==> src/source/prbs_defines.svh <==
`ifndef PRBS_DEFINES_SVH
`define PRBS_DEFINES_SVH

// datapath and lfsr width
`define PRBS_WIDTH        32
// error counter width, saturates at all ones
`define PRBS_ERR_BITS     16

// prbs31 taps on state bits 30 and 27, msb is the oldest bit
`define PRBS_DEFAULT_EQN  32'h4800_0000
// any nonzero value works as a start point
`define PRBS_DEFAULT_SEED 32'h1D5A_0F01

// apb byte offsets
`define PRBS_ADDR_CTRL    8'h00
`define PRBS_ADDR_EQN     8'h04
`define PRBS_ADDR_SEED    8'h08
`define PRBS_ADDR_STATE   8'h0C
`define PRBS_ADDR_ERRCNT  8'h10
`define PRBS_ADDR_STATUS  8'h14

// ctrl register bit positions
`define PRBS_CTRL_ENABLE  0
`define PRBS_CTRL_INVERT  1
// write one, self-clearing
`define PRBS_CTRL_INJECT  2
// write one, self-clearing
`define PRBS_CTRL_CLEAR   3

`endif

==> src/source/prbs_pkg.sv <==
`include "prbs_defines.svh"

package prbs_pkg;

    // register map, values are the apb byte offsets
    typedef enum logic [7:0] {
        REG_CTRL   = `PRBS_ADDR_CTRL,
        // feedback tap mask
        REG_EQN    = `PRBS_ADDR_EQN,
        // writing here also loads the generator
        REG_SEED   = `PRBS_ADDR_SEED,
        // read only, live generator state
        REG_STATE  = `PRBS_ADDR_STATE,
        // read only, checker mismatch count
        REG_ERRCNT = `PRBS_ADDR_ERRCNT,
        // read only, bit 0 is lock
        REG_STATUS = `PRBS_ADDR_STATUS
    } reg_addr_e;

    // checker fsm
    typedef enum logic {
        // collecting history, no comparisons yet
        CHK_FILL   = 1'b0,
        // predicting and counting mismatches
        CHK_LOCKED = 1'b1
    } chk_state_e;

endpackage

==> src/source/prbs_cfg_if.sv <==
`timescale 1ns/1ns
`include "prbs_defines.svh"

interface prbs_cfg_if;

    // static controls from the register block
    logic                      enable;
    logic                      invert;
    logic [`PRBS_WIDTH-1:0]    eqn;
    logic [`PRBS_WIDTH-1:0]    seed;

    // one-cycle strobes
    logic                      seed_load;
    logic                      inject;
    logic                      err_clear;

    // status back to the host
    logic [`PRBS_WIDTH-1:0]    state;
    logic                      locked;
    logic [`PRBS_ERR_BITS-1:0] err_count;

    // register block side
    modport regs (
        output enable, invert, eqn, seed, seed_load, inject, err_clear,
        input  state, locked, err_count
    );

    // transmit side
    modport gen (
        input  enable, invert, eqn, seed, seed_load, inject,
        output state
    );

    // receive side
    modport chk (
        input  enable, invert, eqn, err_clear,
        output locked, err_count
    );

endinterface

==> src/source/prbs_apb_regs.sv <==
`timescale 1ns/1ns
`include "prbs_defines.svh"

module prbs_apb_regs (
    input  logic                   clk,
    input  logic                   rst,
    input  logic                   psel,
    input  logic                   penable,
    input  logic                   pwrite,
    input  logic [7:0]             paddr,
    input  logic [`PRBS_WIDTH-1:0] pwdata,
    output logic [`PRBS_WIDTH-1:0] prdata,
    output logic                   pready,
    output logic                   pslverr,
    prbs_cfg_if.regs               cfg
);

    // apb access phase and decoded register
    logic                access;
    logic                addr_hit;
    logic                wr_en;
    prbs_pkg::reg_addr_e reg_sel;

    // control registers
    logic                   enable_q;
    logic                   invert_q;
    logic [`PRBS_WIDTH-1:0] eqn_q;
    logic [`PRBS_WIDTH-1:0] seed_q;

    // strobes, one cycle after the write edge
    logic seed_load_q;
    logic inject_q;
    logic clear_q;

    // second cycle of a transfer
    assign access = psel && penable;

    // address decode into the register enum
    always_comb begin
        addr_hit = 1'b1;
        reg_sel  = prbs_pkg::REG_CTRL;
        case (paddr)
            `PRBS_ADDR_CTRL:   reg_sel = prbs_pkg::REG_CTRL;
            `PRBS_ADDR_EQN:    reg_sel = prbs_pkg::REG_EQN;
            `PRBS_ADDR_SEED:   reg_sel = prbs_pkg::REG_SEED;
            `PRBS_ADDR_STATE:  reg_sel = prbs_pkg::REG_STATE;
            `PRBS_ADDR_ERRCNT: reg_sel = prbs_pkg::REG_ERRCNT;
            `PRBS_ADDR_STATUS: reg_sel = prbs_pkg::REG_STATUS;
            // unmapped, flagged through pslverr
            default:           addr_hit = 1'b0;
        endcase
    end

    // writes land on the edge closing the access cycle
    assign wr_en = access && pwrite && addr_hit;

    // no wait states
    assign pready  = 1'b1;
    assign pslverr = access && !addr_hit;

    always_ff @(posedge clk) begin
        if (rst) begin
            enable_q <= 1'b0;
            invert_q <= 1'b0;
            eqn_q    <= `PRBS_DEFAULT_EQN;
            seed_q   <= `PRBS_DEFAULT_SEED;
        end else if (wr_en) begin
            case (reg_sel)
                prbs_pkg::REG_CTRL: begin
                    enable_q <= pwdata[`PRBS_CTRL_ENABLE];
                    invert_q <= pwdata[`PRBS_CTRL_INVERT];
                end
                prbs_pkg::REG_EQN: begin
                    eqn_q <= pwdata;
                end
                prbs_pkg::REG_SEED: begin
                    seed_q <= pwdata;
                end
                // state, errcnt and status are read only
                default: begin
                    enable_q <= enable_q;
                end
            endcase
        end
    end

    // strobes fall again on the next edge since
    // apb cannot write on two consecutive cycles
    always_ff @(posedge clk) begin
        if (rst) begin
            seed_load_q <= 1'b0;
            inject_q    <= 1'b0;
            clear_q     <= 1'b0;
        end else begin
            seed_load_q <= wr_en && (reg_sel == prbs_pkg::REG_SEED);
            inject_q    <= wr_en && (reg_sel == prbs_pkg::REG_CTRL)
                           && pwdata[`PRBS_CTRL_INJECT];
            clear_q     <= wr_en && (reg_sel == prbs_pkg::REG_CTRL)
                           && pwdata[`PRBS_CTRL_CLEAR];
        end
    end

    // read mux, unmapped reads return zero
    always_comb begin
        prdata = '0;
        if (addr_hit) begin
            case (reg_sel)
                prbs_pkg::REG_CTRL: begin
                    // strobe bits always read back zero
                    prdata[`PRBS_CTRL_ENABLE] = enable_q;
                    prdata[`PRBS_CTRL_INVERT] = invert_q;
                end
                prbs_pkg::REG_EQN:    prdata = eqn_q;
                prbs_pkg::REG_SEED:   prdata = seed_q;
                prbs_pkg::REG_STATE:  prdata = cfg.state;
                prbs_pkg::REG_ERRCNT: prdata = {{(`PRBS_WIDTH - `PRBS_ERR_BITS){1'b0}},
                                                cfg.err_count};
                // bit 0 is checker lock
                prbs_pkg::REG_STATUS: prdata = {{(`PRBS_WIDTH - 1){1'b0}}, cfg.locked};
                default:              prdata = '0;
            endcase
        end
    end

    // out to the datapath
    assign cfg.enable    = enable_q;
    assign cfg.invert    = invert_q;
    assign cfg.eqn       = eqn_q;
    assign cfg.seed      = seed_q;
    assign cfg.seed_load = seed_load_q;
    assign cfg.inject    = inject_q;
    assign cfg.err_clear = clear_q;

    // access phase only ever follows a setup phase of the same transfer
    a_apb_penable: assert property (
        @(posedge clk) disable iff (rst)
        penable |-> psel && $past(psel)
    ) else $error("apb penable without a preceding psel");

endmodule

==> src/source/prbs_generator.sv <==
`timescale 1ns/1ns
`include "prbs_defines.svh"

module prbs_generator (
    input  logic    clk,
    input  logic    rst,
    prbs_cfg_if.gen cfg,
    output logic    tx_bit
);

    // fibonacci lfsr, msb oldest, new bit enters at the lsb
    logic [`PRBS_WIDTH-1:0] state;
    logic                   feedback;
    // stepping this cycle
    logic                   step;
    // inject seen while not stepping, waits for the next step
    logic                   inject_pend;
    logic                   flip;
    // msb alone with no tap on it would shift out to all zero
    logic                   lone_msb;

    // parity of the tapped bits
    assign feedback = ^(state & cfg.eqn);

    // seed load wins over stepping
    assign step = cfg.enable && !cfg.seed_load;

    // exactly one transmitted bit is flipped per inject
    assign flip = cfg.inject || inject_pend;

    always_ff @(posedge clk) begin
        if (rst) begin
            state <= `PRBS_DEFAULT_SEED;
        end else if (cfg.seed_load) begin
            // applies even while disabled
            state <= cfg.seed;
        end else if (cfg.enable) begin
            state <= {state[`PRBS_WIDTH-2:0], feedback};
        end
    end

    // output lags the state that produced it by one cycle
    always_ff @(posedge clk) begin
        if (rst) begin
            tx_bit <= 1'b0;
        end else if (step) begin
            tx_bit <= state[`PRBS_WIDTH-1] ^ cfg.invert ^ flip;
        end
    end

    // remember an inject that arrives on a held cycle
    always_ff @(posedge clk) begin
        if (rst) begin
            inject_pend <= 1'b0;
        end else if (step) begin
            inject_pend <= 1'b0;
        end else if (cfg.inject) begin
            inject_pend <= 1'b1;
        end
    end

    // host readback
    assign cfg.state = state;

    // the one degenerate case, msb set alone and eqn leaves it untapped
    assign lone_msb = (state == {1'b1, {(`PRBS_WIDTH - 1){1'b0}}})
                      && !cfg.eqn[`PRBS_WIDTH-1];

    // the lfsr never collapses into the all-zero lockup state
    a_no_lockup: assert property (
        @(posedge clk) disable iff (rst)
        step && (state != '0) && (cfg.eqn != '0) && !lone_msb |=> state != '0
    ) else $error("lfsr stepped into the all-zero state");

endmodule

==> src/source/prbs_checker.sv <==
`timescale 1ns/1ns
`include "prbs_defines.svh"

module prbs_checker (
    input  logic    clk,
    input  logic    rst,
    prbs_cfg_if.chk cfg,
    input  logic    rx_bit
);

    // enough bits to count one full history
    localparam int FILL_BITS = $clog2(`PRBS_WIDTH);
    localparam logic [FILL_BITS-1:0] FILL_LAST = FILL_BITS'(`PRBS_WIDTH - 1);

    // received bits, newest at the lsb
    logic [`PRBS_WIDTH-1:0]    hist;
    logic [FILL_BITS-1:0]      fill_cnt;
    prbs_pkg::chk_state_e      state;
    logic [`PRBS_ERR_BITS-1:0] err_cnt;

    // per-cycle compare
    logic sample;
    logic predict;
    logic mismatch;

    // undo the transmit inversion
    assign sample = rx_bit ^ cfg.invert;

    // same recurrence as the generator, history stands in for its state
    assign predict = ^(hist & cfg.eqn);

    // only meaningful once the history is full
    assign mismatch = (state == prbs_pkg::CHK_LOCKED) && (sample != predict);

    // history keeps running through a clear
    always_ff @(posedge clk) begin
        if (cfg.enable) begin
            hist <= {hist[`PRBS_WIDTH-2:0], sample};
        end
    end

    // lock fsm, fill for one full history then lock
    always_ff @(posedge clk) begin
        if (rst) begin
            state    <= prbs_pkg::CHK_FILL;
            fill_cnt <= '0;
        end else if (cfg.err_clear) begin
            // resync from scratch
            state    <= prbs_pkg::CHK_FILL;
            fill_cnt <= '0;
        end else if (cfg.enable && (state == prbs_pkg::CHK_FILL)) begin
            if (fill_cnt == FILL_LAST) begin
                state <= prbs_pkg::CHK_LOCKED;
            end
            // wraps back to zero on lock
            fill_cnt <= fill_cnt + 1'b1;
        end
    end

    // saturating mismatch counter
    always_ff @(posedge clk) begin
        if (rst) begin
            err_cnt <= '0;
        end else if (cfg.err_clear) begin
            err_cnt <= '0;
        end else if (cfg.enable && mismatch && (err_cnt != '1)) begin
            err_cnt <= err_cnt + 1'b1;
        end
    end

    // status back to the registers
    assign cfg.locked    = (state == prbs_pkg::CHK_LOCKED);
    assign cfg.err_count = err_cnt;

    // filling never counts, only a clear may touch the count
    a_fill_quiet: assert property (
        @(posedge clk) disable iff (rst)
        (state == prbs_pkg::CHK_FILL) && !cfg.err_clear |=> $stable(err_cnt)
    ) else $error("error count moved while the checker was filling");

endmodule

==> src/source/prbs_top.sv <==
`timescale 1ns/1ns
`include "prbs_defines.svh"

module prbs_top (
    input  logic                   clk,
    input  logic                   rst,
    // apb slave
    input  logic                   psel,
    input  logic                   penable,
    input  logic                   pwrite,
    input  logic [7:0]             paddr,
    input  logic [`PRBS_WIDTH-1:0] pwdata,
    output logic [`PRBS_WIDTH-1:0] prdata,
    output logic                   pready,
    output logic                   pslverr,
    // serial link
    output logic                   tx_bit,
    input  logic                   rx_bit
);

    // config and status shared by all three blocks
    prbs_cfg_if cfg ();

    // host register block
    prbs_apb_regs u_regs (
        .clk     (clk),
        .rst     (rst),
        .psel    (psel),
        .penable (penable),
        .pwrite  (pwrite),
        .paddr   (paddr),
        .pwdata  (pwdata),
        .prdata  (prdata),
        .pready  (pready),
        .pslverr (pslverr),
        .cfg     (cfg)
    );

    // transmit lfsr
    prbs_generator u_gen (
        .clk    (clk),
        .rst    (rst),
        .cfg    (cfg),
        .tx_bit (tx_bit)
    );

    // receive check and error count
    prbs_checker u_chk (
        .clk    (clk),
        .rst    (rst),
        .cfg    (cfg),
        .rx_bit (rx_bit)
    );

endmodule

==> config.mk <==
export PLATFORM = sky130hd
export DESIGN_NAME = prbs_top
export DESIGN_NICKNAME = d
export VERILOG_FILES = /design/src/source/prbs_pkg.sv /design/src/source/prbs_cfg_if.sv /design/src/source/prbs_apb_regs.sv /design/src/source/prbs_generator.sv /design/src/source/prbs_checker.sv /design/src/source/prbs_top.sv
export VERILOG_INCLUDE_DIRS = /design/src /design/src/source
export SDC_FILE = /design/constraint.sdc
export NUM_CORES = 1
export LEC_CHECK = 0
export BUFFER_PORTS_ARGS = -buffer_cell sky130_fd_sc_hd__clkbuf_2
export CAP_MARGIN = 25
export CORE_ASPECT_RATIO = 1.75
export CORE_MARGIN = 2
export CORE_UTILIZATION = 61
export CTS_BUF_LIST = sky130_fd_sc_hd__clkbuf_8
export CTS_CLUSTER_DIAMETER = 50
export CTS_CLUSTER_SIZE = 28
export DETAILED_ROUTE_END_ITERATION = 10
export GPL_TIMING_DRIVEN = 0
export PLACE_DENSITY_LB_ADDON = 0.3
export SETUP_SLACK_MARGIN = 0.4
export SYNTH_ARGS = -nofsm -noshare
export SYNTH_HDL_FRONTEND = slang
export SYNTH_SLANG_ARGS = --single-unit
==> constraint.sdc <==
create_clock -name clk -period 3.2 [get_ports clk]
set_input_delay 0.48 -clock clk [delete_from_list [all_inputs] [get_ports clk]]
set_output_delay 0.48 -clock clk [all_outputs]
set_load 0.01 [all_outputs]
Yosys cells after proc, flatten, opt, wreduce, memory -nomap -nowiden
Index checks and enable logic that the tools add are counted.
- muxes and demuxes: 7
- reduce and logical (&&, ||, !) cells: 28
- equality and inequality tests: 13
- $add $sub $neg: 2
- bitwise operators: 6
- operators by type and width (operator ; number):
    case mux 30 bit (4 select lines) ; 1
    2-to-1 mux 32 bit ; 3
    bitwise AND 32 bit ; 2
    XOR reduction 32 bit ; 2
    case mux 5 bit (5 select lines) ; 1
    adder 16 x 1 -> 16 bit (second input constant) ; 1
    == test 8 x 4 -> 1 bit (second input constant) ; 2
    == test 8 x 5 -> 1 bit (second input constant) ; 2
    logical NOT 8 bit ; 2
    != test 16 bit (second input constant) ; 1
    == test 5 bit (second input constant) ; 3
    logical AND 1 bit ; 13
    case mux 2 bit (6 select lines) ; 1
    == test 5 x 4 -> 1 bit (second input constant) ; 2
    == test 8 x 3 -> 1 bit (second input constant) ; 1
    AND reduction 2 bit ; 4
    OR reduction 6 bit ; 1
    adder 5 x 1 -> 5 bit (second input constant) ; 1
    == test 5 x 3 -> 1 bit (second input constant) ; 1
    OR reduction 2 bit ; 2
    XOR 1 bit ; 3
    logical NOT 1 bit ; 2
    nonzero test 2 bit ; 1
    logical OR 1 bit ; 1
    other kinds (3) ; 3
- word-level logic and storage cells: 70
- flip-flop bits (word level): 157
- output and inout port bits: 35
- input bits: 46

Longest topological paths before layout
Gate-level depths: netlist of the first run.
- word-level depth: 6
- mapped depth: 10
- mapped depth without buffers: 8

Modules after synthesis
A second synthesis of the first run with hierarchy kept.
- cell total of the unflattened synthesis: 886
- area total of the unflattened synthesis: 8049.0 um2
- by module, submodules not included (module ; area each (um2) ; seq. area each (um2) ; cells an instance ; times used):
    prbs_apb_regs ; 3643.5 ; 1381.3 ; 433 ; 1
    prbs_checker ; 2448.6 ; 1401.3 ; 220 ; 1
    prbs_generator ; 1956.9 ; 680.7 ; 233 ; 1

Worst setup path before layout of the first run
No wires, ideal clock.
- path type: input port to output port
- start point: input paddr[0]
- end point: output prdata[1]
- path buffers: 2
- required time: 2720 ps
- path slack: 532 ps
- stages: 7
- arrival: 2188 ps
- cells stage by stage: or4_1 -> nor3_1 -> and3_1 -> clkbuf_1 -> clkbuf_1 -> a22oi_1 -> a31oi_1
- cells in the longest elaborated chain, start to end: 5
- elaborated cells on any way between the ends: 17
- those cells by class: eq/ne (10); mux (4); reduce/logical (3)
- ends and longest elaborated chain (what ; RTL line ; source):
    from (decl) ; prbs_top.sv:11 ; input logic [7:0] paddr,
    == test 8 x 5 -> 1 bit, or another cell as far along ; prbs_apb_regs.sv:42 ; case (paddr)
    case mux 5 bit (5 select lines) ; prbs_apb_regs.sv:42 ;
    == test 5 bit, or another cell as far along ; prbs_apb_regs.sv:107 ; case (reg_sel)
    case mux 2 bit (6 select lines) ; prbs_apb_regs.sv:107 ;
    2-to-1 mux 32 bit (*) ; prbs_apb_regs.sv:106 ; if (addr_hit) begin
    to (decl) ; prbs_top.sv:13 ; output logic [`PRBS_WIDTH-1:0] prdata,
Every way passes the cells marked *; elsewhere a longest branch is shown, timed or not.

Worst setup path in the final report of the first run
- start point: input paddr[0]
- end point: output prdata[12]
- cells in the longest elaborated chain, start to end: 5
- elaborated cells on any way between the ends: 15
- those cells by class: eq/ne (9); mux (4); reduce/logical (2)
- ends and longest elaborated chain (what ; RTL line):
    == test 8 x 5 -> 1 bit, or another cell as far along ; prbs_apb_regs.sv:42
    case mux 5 bit (5 select lines) ; prbs_apb_regs.sv:42
    == test 5 bit, or another cell as far along ; prbs_apb_regs.sv:107
    case mux 30 bit (4 select lines) ; prbs_apb_regs.sv:107
    2-to-1 mux 32 bit (*) ; prbs_apb_regs.sv:106
Marked as above.

==> impl.org, run 1 <==
** STA
- Highest achievable clock rate :: 0.3658 GHz
- Total count of max-transition violations in the final report :: 0
- Total negative slack :: 0 ns
- RSZ-0062 raised after global routing :: no
- Final setup violating endpoints :: 0
- For the finished layout, the period the worst path requires is 2.734 ns.
- The total count of hold-check failures in the final report was 0.
- At the pin with the least slew margin, the transition time is 0.8879 ns.
- Share of the clock period used by the worst path :: 0.8542
- Clock skew after layout :: 0.01418 ns
- Once routing completed, OpenROAD measured the worst setup slack at 0.4664 ns.
- Headroom to the max-slew limit :: 0.4081

** Place
- Cell area after placement :: 0.008056 mm²
- At the placement stage, the worst setup path has a slack of -0.2623 ns.
- Buffers placed on the I/O ports in this run total 78.
- Once detailed placement completed, the half-perimeter wirelength came to 16,470 µm.
- Routability congestion estimate :: 0.9832

** Synthesis
- Post-synth cell types :: 43
- Avg Inst Size Synth :: 8.495 µm²
- Syn Std Cell Area :: 0.007458 mm²
- In the synthesized netlist the dominant register cell turns out to be sky130_fd_sc_hd__dfxtp_1.
- Number of instances in the synthesized netlist :: 878
- Sequential area share after synthesis :: 0.4644
- Share of async-settable or async-resettable flops after synthesis :: 0
- Synthesized Nets :: 927
- In this run, synthesis produced a sequential element count of 157.
- Number of enable flip-flop cells after synthesis :: 32
- For this run, the number of Yosys warnings is 0.

** Route
- After detailed routing, the number of vias per cell comes to 6.255.
- Residual DRC :: 0
- First drt pass iteration count :: 8
- Detailed-route wire length :: 23,740 µm
- After detailed routing, the average wire length per cell comes to 20.52 µm.
- The detailed router finished its first iteration with 801 violations.
- Via count :: 7,237
- Antenna viol nets, final :: 0

** Cells and area
- Leaving out fill and tap cells, the most frequent cells in the layout are sky130_fd_sc_hd__nand2_1 (261), sky130_fd_sc_hd__dfxtp_1 (122), sky130_fd_sc_hd__a21oi_1 (88).
- Area growth from synthesis to final layout :: 17.09%
- Measured on the finished design, the core utilization comes to 0.7276.
- Fraction of layout instances using a drive strength above 1 :: 0.1623
- Leading cell type in the layout, fill and taps excluded :: sky130_fd_sc_hd__nand2_1
- Ant diodes :: 0
- The net count of the finished layout is 1,028.
- Final design area excluding fillers :: 0.008733 mm²

** GRT
- Across every metal layer, demand over resource in global routing totals 0.3652.
- Global-route wire length before repair :: 35,870 µm
- Vias in the first global route :: 6,882
- Antenna violations before repair :: 0
- GRT overflow :: 0
- Pin count of the biggest net entering global routing :: 21

** Clocking
- Worst-case clock buffer depth :: 2
- Clock insertion delay at the later pin of the skew report :: 0.46 ns
- In this run the number of H-tree levels came out at 4.
- Root buf cell :: sky130_fd_sc_hd__clkbuf_8
- CTS tree :: built
- Clock-pin slew was measured on the worst setup and hold paths at 0.09 ns.
- Total clock sinks :: 157
- The number of hold buffers added after CTS was 0.
- Clock buffer count from CTS :: 17

** Worst setup path
- Type of the worst setup path :: input pin to primary output
- Along the worst path, the maximum fanout reaches 10.
- Crit path arrival time :: 2.25 ns
- The worst register-to-register path has a setup slack of 0.49 ns.
- The worst setup path is captured at a primary output.
- The startpoint identified for the worst register-to-register timing path is u_regs.cfg.eqn[14].
- The worst register-to-register path has a depth of 9.
- Required time reported for the critical path endpoint :: 2.72 ns
- The worst register-to-register path ends at u_chk.cfg.err_count[14].
- The worst setup path is launched from an input pin.

** Min path
- Beginning of the worst hold path :: pwdata[28]
- The min-delay analysis places its worst path in the category input pin to flip-flop.
- Worst hold path endpoint :: u_regs.cfg.seed[28]
- Cells on Worst Hold Path :: 3

** Floorplanning
- The floorplan step defined a core boundary enclosing 0.01200 mm².
- Area of the die :: 0.01316 mm²
- Starting Density :: 0.6214
- Die height :: 150.3 µm
- Horizontal die dimension :: 87.59 µm
- In this run the core area contains 53 standard-cell rows.
- Top-level I/O count :: 81

** Job
- Across the run, the number of max-cap violations was 0.

** Pwr
- Worst supply voltage drop on vdd :: 0.3502 mV
- Power spread over the standard cell area amounts to 438.5 mW/mm².
- Summed over all cells, the static leakage comes to 3.175 nW.

** Run status
- The run finished with clean final reports.
-- layout make-up --
type / instances / area, µm²
sequential: 157 / 3470
timing repair buffer: 82 / 457.9
buffer: 55 / 321.6
clock inverter: 12 / 181.4
tap: 165 / 206.4
inverter: 7 / 26.28
clock buffer: 20 / 275.3
fill: 917 / 3269
multi-input combinational: 659 / 3795
-- worst max-delay path by stage --
stage | start | to | slack (ns)
after floorplan | paddr[0] | prdata[1] | 0.53
after global placement | paddr[0] | prdata[1] | -0.26
after detailed placement | paddr[0] | prdata[1] | -0.26
after CTS | paddr[0] | prdata[1] | 0.40
after global routing | u_regs.cfg.eqn[28] | u_chk.cfg.err_count[10] | 0.39
final | paddr[0] | prdata[12] | 0.47
-- cells in the mapped netlist, drive strengths merged (7+ instances only) --
| cell | instances | area share |
|---|---|---|
| dfxtp | 125 | 0.34 |
| inv | 7 | 0.0035 |
| a21oi | 88 | 0.059 |
| a222oi | 19 | 0.025 |
| nand2 | 262 | 0.13 |
| nor2 | 54 | 0.027 |
| xor2 | 17 | 0.020 |
| nand3 | 13 | 0.0087 |
| clkbuf | 43 | 0.022 |
| buf | 12 | 0.0086 |
| nand2b | 13 | 0.011 |
| mux2i | 33 | 0.044 |
| xnor2 | 50 | 0.061 |
| or4 | 12 | 0.012 |
| mux2 | 12 | 0.018 |
| o31ai | 11 | 0.011 |
| nand3b | 15 | 0.015 |
| a22oi | 14 | 0.014 |
| edfxtp | 32 | 0.13 |
-- critical path, cell delays in order --
cell                       delay, ns
sky130_fd_sc_hd__clkbuf_2       0.08
sky130_fd_sc_hd__or4_4          0.55
sky130_fd_sc_hd__nor3_4         0.16
sky130_fd_sc_hd__nand2_1        0.15
sky130_fd_sc_hd__nor2_4         0.15
sky130_fd_sc_hd__buf_12         0.15
sky130_fd_sc_hd__buf_6          0.15
sky130_fd_sc_hd__a222oi_1       0.11
sky130_fd_sc_hd__nand2_1        0.12
sky130_fd_sc_hd__clkbuf_2       0.14
-- report_power, final --
group,switching (W),total [W],internal (W),leakage [nW]
combinational,0.0000741,0.000114,0.0000397,1.65
clock,0.000789,0.00171,0.000920,0.234
sequential,0.000000154,0.00201,0.00201,1.30
-- cell families after synthesis --
family | Yosys count | share of synthesized area
other cells | 1 | 0.0005028
compound gates | 144 | 0.1194
simple gates | 398 | 0.2307
xor+xnor | 68 | 0.08388
mux | 45 | 0.06241
fa+ha+maj | 3 | 0.005033
flops | 157 | 0.4644
buf+inv | 62 | 0.03372
-- flip-flops by register name, indices dropped and copies added, names as in the netlist, 5 cells and up --
register             cells
u_gen.cfg.state         32
u_chk.fill_cnt           5
u_regs.cfg.seed         32
u_regs.cfg.eqn          32
u_chk.cfg.err_count     16
u_chk.hist              32
-- per-layer routing --
metal  wire length (µm)  vias up  GRT usage
met4               1877        0     0.2669
met2              11910      490     0.6148
met3               2085      128    0.07456
met5                  0        -          0
met1               7869     3418     0.3962
li1                   -     3201          -
-- metrics by stage --
stage,hold slack [ns],power [W],instances
6_report,0.2449,0.003829,1157
5_1_grt,0.2435,0.003897,1157
4_1_cts,0.2450,0.003807,1155
3_5_place_dp,0.4365,0.002160,1121
3_3_place_gp,0.4287,0.002160,1121
2_1_floorplan,0.4268,0.002098,878
-- timing repair --
| action | in CTS | in global routing |
|---|---|---|
| setup endpoints to repair | 62 | 33 |
| cloned | 0 | 1 |
| pin swaps | 6 | 4 |
| buffers inserted | 2 | 1 |
| resized for setup | 38 | 15 |
Power figures use the tool's default switching activity.
==> run 2, diff against run 1 <==
Clock period 3.2 ns to 2.7 ns, I/O delays scaled along.
==> run 2 against run 1 <==
  * Clock power about the same
  * Combinational power increased by 41%
  * First-iteration DRC count increased by 30%
  * Worst setup slack got worse by 0.40 ns
  * Largest cell class unchanged
  * Highest routed layer unchanged
==> impl.org, run 2 (same netlist as run 1, synthesis figures left out) <==
** Clocking
- CTS tree :: built
- Total clock sinks :: 157
- After clock tree synthesis, the clock-pin slew on the worst setup and hold paths is 0.10 ns.
- No sink is reached through more buffers than the 2 on the longest clock path.
- Clock buffer count from CTS :: 17
- CTS built an H-tree with a depth of 4.
- At the later pin of the worst-skew pair, clock insertion delay measures 0.47 ns.
- The tree is rooted in a sky130_fd_sc_hd__clkbuf_8.
- Buffers inserted to repair hold after CTS numbered 0.

** Worst setup path
- Type of the worst setup path :: flip-flop to flip-flop
- Of all nets on the critical path, the largest fanout is 6.
- Crit path arrival time :: 3.04 ns
- Critical Path Slowest Stage Cell :: sky130_fd_sc_hd__xnor3_2
- Slowest stage delay, CP :: 0.50 ns
- Required time reported for the critical path endpoint :: 3.10 ns
- Kind of cell with the highest combined delay on the critical path :: XOR/XNOR gates
- STA classifies the critical path endpoint as a flip-flop.
- The signal on the critical path passes through nand2_2, xnor2_4, xnor2_2, xnor2_2, xnor3_2, xnor2_4, buf_6, or4_4, a21oi_1.
- Startpoint class of the critical path :: flip-flop
- Buf/Inv on CP :: 1

** Route
- Using the TritonRoute via totals, the vias-per-cell ratio works out to 6.260.
- The detailed router finished its first iteration with 1,040 violations.
- First drt pass iteration count :: 9
- After detailed routing, the wire length on met1 is 8484 µm.
- Routed length per instance :: 21.47 µm
- For this block, the routed nets add up to 25,160 µm of wire.
- For this block, the via count after detailed routing is 7,337.
- The detail route stage leaves a number of antenna-violating nets equal to 0.
- Met2 WL :: 12,450 µm
- Met3 wire length :: 2096 µm
- Routed signal wires occupy layers up through met4.
- After detailed routing, the number of remaining DRC violations is 0.

** Cells and area
- Ant diodes :: 0
- Fraction of layout instances using a drive strength above 1 :: 0.2234
- Number of filler instances in the final layout :: 817
- The library cell used most frequently in the layout, excluding fill and tap cells, is sky130_fd_sc_hd__nand2_1.
- The top cell types in the final layout, fill and taps aside, are sky130_fd_sc_hd__nand2_1 (250), sky130_fd_sc_hd__dfxtp_1 (116), sky130_fd_sc_hd__a21oi_1 (88).
- Area growth from synthesis to final layout :: 22.45%
- After the last flow step, the layout net total stands at 1,043.
- For this run, the number of standard cells in the final layout without fillers is 1,172.
- After routing the design area is 0.009133 mm².

** GRT
- All-layer global routing usage :: 0.3804
- Vias in the first global route :: 7,011
- Global-route wire length before repair :: 37,360 µm
- The number of antenna violations at the first check in global routing was 0.
- Entering global routing, the biggest net connects 21 pins.
- GRT overflow :: 0

** Pwr
- The worst-case IR drop observed on VDD is 0.3750 mV.
- Static leakage :: 3.337 nW
- Relative contribution of the clock network to total power :: 0.403
- Cell internal power was estimated by the tool at 0.003180 W.
- Sw frac :: 0.2521
- Power Density :: 465.6 mW/mm²
- Sequential share of power :: 0.559
- Combinational share of power :: 0.038
- The analysis attributes to net switching a power of 0.001072 W.
- Pwr Total :: 0.004252 W

** Floorplanning
- Placement row count :: 53
- The die covers 0.01316 mm².
- Core outline area :: 0.01200 mm²
- Top-level I/O count :: 81
- Measured along the x axis, the die boundary spans 87.59 µm.
- Measured along the y axis, the die boundary spans 150.3 µm.
- For this configuration, the core starts out at a cell density of 0.6214.

** STA
- Total count of max-transition violations in the final report :: 0
- Final setup violating endpoints :: 0
- Setup repair after global routing could not meet its margin everywhere.
- Worst setup slack after layout :: 0.06530 ns
- For the pin with the worst max-slew slack, the measured transition is 0.7594 ns.
- Share of the clock period used by the worst path :: 0.9758
- In this run the tightest slew margin relative to its limit is 0.4937.
- Clock skew after layout :: 0.01188 ns
- Highest achievable clock rate :: 0.3796 GHz
- Setup total negative slack on the finished layout was measured at 0 ns.
- Post-layout min period :: 2.635 ns
- The total count of hold-check failures in the final report was 0.

** Place
- Summed over all nets, the half-perimeter wirelength after detailed placement is 16,260 µm.
- Prior to clock tree synthesis, the placed netlist has a worst setup slack of -0.4524 ns.
- In this run the cell area measured after placement is 0.008071 mm².
- Routability-driven placement finished with a final weighted congestion of 0.9597.
- Counting tap cells, the placed design contains a total of 1,121 instances.
- The count of buffers added on input and output ports is 78.

** Job
- Max-cap violations in this run came to 0.

** Run status
- Status :: finished, final reports clean

** Min path
- Class of the tightest hold or removal check :: input pin to flip-flop
run 2: power by group through the flow:
stage / sequential, W / combinational (W) / clock [W]
after floorplan: 0.00243 / 0.0000525 / 0
after detailed placement: 0.00243 / 0.000126 / 0
after global routing: 0.00238 / 0.000166 / 0.00179
after global placement: 0.00243 / 0.000126 / 0
final: 0.00238 / 0.000161 / 0.00171
after CTS: 0.00238 / 0.000149 / 0.00168
run 2: repair_timing:
item                                    CTS  global route
buffers inserted                         10             2
cloned                                    6             1
endpoints found under the setup margin  123           109
gates resized for setup                  79            91
hold endpoints to repair                  0             0
pin swaps                                51            61
run 2: layout make-up:
class | instances | area [µm²] | area share
repair buffers | 97 | 661.9 | 0.07248
clock buffers | 17 | 234.0 | 0.02562
clock inverters | 15 | 140.1 | 0.01534
flip-flops and latches | 157 | 3477 | 0.3807
multi-input cells | 659 | 3974 | 0.4351
plain buffers | 55 | 412.9 | 0.04521
inverters | 7 | 26.28 | 0.002877
well taps | 165 | 206.4 | 0.02261
run 2: final timing paths:
kind                       start                     end  slack (ns)  cells past startpoint
setup / recovery  u_chk.hist[30]  u_chk.cfg.err_count[2]        0.07                      9
hold / removal        pwdata[28]     u_regs.cfg.seed[28]        0.15                      3
setup reg to reg  u_chk.hist[30]  u_chk.cfg.err_count[2]        0.07                      9
hold reg to reg   u_chk.hist[11]          u_chk.hist[12]        0.45                      0
run 2: metrics by stage:
step / hold WS (ns) / utilization
after CTS: 0.1599 / 0.7409
after global placement: 0.4307 / 0.6725
after detailed placement: 0.4367 / 0.6725
after global routing: 0.1553 / 0.7609
after floorplan: 0.4268 / -
final: 0.1521 / 0.7609
run 2: layer usage:
| metal | track usage | vias to the layer above |
|---|---|---|
| li1 | - | 3238 |
| met1 | 0.4203 | 3411 |
| met2 | 0.6292 | 526 |
| met3 | 0.07950 | 162 |
| met4 | 0.2815 | 0 |
| met5 | 0 | - |
run 2: worst min-delay path, cell delays in order:
cell and delay, ns:
sky130_fd_sc_hd__clkbuf_2 0.09, sky130_fd_sc_hd__nand2_1 0.04, sky130_fd_sc_hd__nand3b_1 0.06
==> run 3, diff against run 2 <==
Settings changed: CAP_MARGIN 25 to 20, CELL_PAD_IN_SITES_DETAIL_PLACEMENT from default to 1, CELL_PAD_IN_SITES_GLOBAL_PLACEMENT from default to 2, CORE_UTILIZATION 61 to 37, GPL_ROUTABILITY_DRIVEN from default to 0.
==> run 3 against run 2 <==
  * Clock skew grew 0.0034 ns
  * Design area grew 3.2%
  * Utilization shrank 28 points
  * Global-route usage shrank 11 points
  * Final cell count grew 6.7%
  * Highest routed layer unchanged
  * Largest power group unchanged
  * Clock-buffer cell count is the same
  * Sequential share of layout area shrank 1.1 points
  * Sequential power is essentially flat
  * Clock power grew 19%
  * Via count shrank 4.5%
==> impl.org, run 3 (same netlist as run 1, synthesis figures left out) <==
** Floorplanning
- In this run the vertical extent of the chip is 191.8 µm.
- The region available for standard cell placement spans 0.01974 mm².
- For this configuration, the core starts out at a cell density of 0.3779.
- The die covers 0.02135 mm².
- The die is 111.3 µm wide.
- Pin placement for this block handled 81 I/O pins.
- Placement row count :: 68

** STA
- RSZ-0062 raised after global routing :: yes
- Clock skew after layout :: 0.01527 ns
- Share of the clock period used by the worst path :: 0.9990
- Headroom to the max-slew limit :: 0.4024
- Worst setup slack after layout :: 0.002697 ns
- Setup violations remaining at the end of the flow were counted as 0.
- For the finished layout, the period the worst path requires is 2.697 ns.
- Measured slew at the worst slew-check pin :: 0.8964 ns
- Total count of max-transition violations in the final report :: 0
- Highest achievable clock rate :: 0.3707 GHz
- The total count of hold-check failures in the final report came to 0.

** Cells and area
- After filler insertion, the fill cell instance count of the layout stands at 2,359.
- Leaving out fill and tap cells, the most frequent cell in the layout is sky130_fd_sc_hd__nand2_1.
- In the layout the commonest cells are sky130_fd_sc_hd__nand2_1 (254), sky130_fd_sc_hd__dfxtp_1 (110), sky130_fd_sc_hd__a21oi_1 (83).
- The repair_antennas step left the layout with diodes totalling 0.
- Final design area excluding fillers :: 0.009422 mm²
- Area growth from synthesis to final layout :: 26.32%
- Fraction of layout instances using a drive strength above 1 :: 0.2326
- Nets :: 1,042

** Clocking
- In this run the deepest clock path goes through 2 buffers.
- Clock buffer count from CTS :: 17
- Clock-pin slew of the registers on the worst-case setup and hold paths :: 0.09 ns
- CTS HTree Levels :: 4
- Clock insertion delay at the later pin of the skew report :: 0.48 ns
- Root buf cell :: sky130_fd_sc_hd__clkbuf_8
- TritonCTS built the clock tree.
- Total clock sinks :: 157
- Post-cts hold buffer count :: 0

** Worst setup path
- The worst register-to-register path ends at u_chk.cfg.err_count[7].
- Critical Path Sink Type :: flip-flop
- The critical path in this run is classified as flip-flop to flip-flop.
- STA puts the critical path data required time at 3.11 ns.
- Critical-path maximum fanout :: 6
- The startpoint identified for the worst register-to-register timing path is u_chk.hist[27].
- Startpoint class of the critical path :: flip-flop
- Worst R2R Path Depth :: 9
- In this run the register-to-register setup slack is 0.003 ns.
- STA puts the critical path data arrival time at 3.10 ns.

** Place
- The wire-length estimate of the detail-placed layout is 20,560 µm.
- Once placement finished, the instance area stood at 0.008172 mm².
- OpenSTA, run right after detailed placement, puts the worst setup slack at -0.6105 ns.
- Count of port buffers added during placement :: 78

** Min path
- Worst hold path endpoint :: u_regs.cfg.seed[20]
- Beginning of the worst hold path :: pwdata[20]
- The min-delay analysis places its worst path in the category input pin to flip-flop.
- Along the worst hold path, the cell count comes to 3.

** GRT
- GRT overflow :: 0
- Vias in the first global route :: 7,340
- Antenna violations before repair :: 0
- In the global route stage, overall resource usage came out at 0.2736.
- Pin count of the biggest net entering global routing :: 21
- The first global-routing pass estimated 43,320 µm of wire.

** Route
- Once detail routing completed, the nets flagged for antenna violations numbered 0.
- Number of vias per cell after detailed routing :: 5.600
- The first routing iteration left 440 violations.
- In the final routed layout, each cell accounts on average for 23.66 µm.
- The pre-antenna-repair detailed-routing pass consisted of 8 iterations.
- Across all layers, the routed design uses 7,006 vias.
- Residual DRC :: 0
- Detailed-route wire length :: 29,590 µm

** Pwr
- Worst supply voltage drop on vdd :: 0.2630 mV
- Dividing total power by cell area gives a power density of 485.5 mW/mm².
- The analysis attributes to cell leakage a power of 3.403 nW.
- The share of total power dissipated in combinational logic is 0.036.
- Relative contribution of the clock network to total power :: 0.444
- Sw frac :: 0.2304
- NetSw :: 0.001054 W
- Of the total power, registers draw 0.520.
- Internal power :: 0.003521 W

** Run status
- Status :: finished, final reports clean

** Job
- Max-cap violation count :: 0
run 3: changes by cell type in the layout (fill, tap and decap cells not counted), sizes merged:
cell / previous run / this run
clkinvlp: 3 / 2
clkbuf: 101 / 107
clkdlybuf4s15: 0 / 1
inv: 10 / 9
clkinv: 8 / 6
buf: 68 / 60
bufinv: 1 / 5
run 3: routing by layer:
layer  GRT usage  vias up  wire (µm)
met5           0        -          0
met4      0.1629        0       1603
met3     0.04008       79       1003
met2      0.5167      206      16070
met1      0.2838     3490      10920
li1            -     3231          -
run 3: critical path, stage by stage, from the launching register on:
cell                       delay (ns)
sky130_fd_sc_hd__edfxtp_1        0.41
sky130_fd_sc_hd__nand2_1         0.16
sky130_fd_sc_hd__xor2_2          0.27
sky130_fd_sc_hd__xnor2_2         0.18
sky130_fd_sc_hd__xnor2_2         0.16
sky130_fd_sc_hd__xnor3_2         0.42
sky130_fd_sc_hd__xnor2_4         0.22
sky130_fd_sc_hd__buf_6           0.18
sky130_fd_sc_hd__or4_4           0.48
sky130_fd_sc_hd__a21oi_2         0.14
run 3: repair_timing:
item                                   4_1_cts  5_1_grt
setup endpoints to repair                  136      118
pin swaps                                   33       67
buffers inserted                             7        2
endpoints found under the hold margin        0        0
gates cloned                                 4        5
gates resized for setup                     81       95
run 3: worst max-delay path by stage:
| stage | start | endpoint | slack, ns | cells past startpoint |
|---|---|---|---|---|
| 5_1_grt | u_chk.hist[27] | u_chk.cfg.err_count[7] | -0.02 | 9 |
| 3_3_place_gp | paddr[0] | prdata[30] | -0.55 | 9 |
| 2_1_floorplan | paddr[0] | prdata[1] | 0.29 | 7 |
| 3_5_place_dp | paddr[0] | prdata[30] | -0.61 | 9 |
| 6_report | u_chk.hist[27] | u_chk.cfg.err_count[7] | 0.003 | 9 |
| 4_1_cts | paddr[6] | prdata[11] | 0.07 | 9 |
run 3: layout make-up:
| type | count | area (µm²) | area share |
|---|---|---|---|
| Buffer | 55 | 429.2 | 0.04555 |
| Clock inverter | 15 | 201.4 | 0.02138 |
| Tap cell | 245 | 306.5 | 0.03254 |
| Clock buffer | 17 | 234.0 | 0.02483 |
| Multi-Input combinational cell | 659 | 4044 | 0.4292 |
| Inverter | 7 | 26.28 | 0.002789 |
| Timing Repair Buffer | 96 | 693.2 | 0.07357 |
| Sequential cell | 157 | 3487 | 0.3701 |
run 3: metrics by stage:
step                      power [W]  setup TNS (ns)  cells  hold slack [ns]  utilization
after floorplan            0.002487               0    878           0.4268            -
after global placement     0.002571          -31.57   1201           0.4324       0.4140
after detailed placement   0.002572          -33.62   1201           0.4399       0.4140
after CTS                  0.004577               0   1244           0.1385       0.4585
after global routing       0.004685        -0.05279   1251           0.1593       0.4773
final                      0.004574               0   1251           0.1475       0.4773
run 3: power groups by stage:
| stage | Sequential, W | Combinational, W | Clock [W] |
|---|---|---|---|
| final | 0.00238 | 0.000167 | 0.00203 |
| after global routing | 0.00238 | 0.000176 | 0.00213 |
| after CTS | 0.00238 | 0.000162 | 0.00204 |
| after detailed placement | 0.00243 | 0.000138 | 0 |
| after global placement | 0.00243 | 0.000137 | 0 |
| after floorplan | 0.00243 | 0.0000525 | 0 |
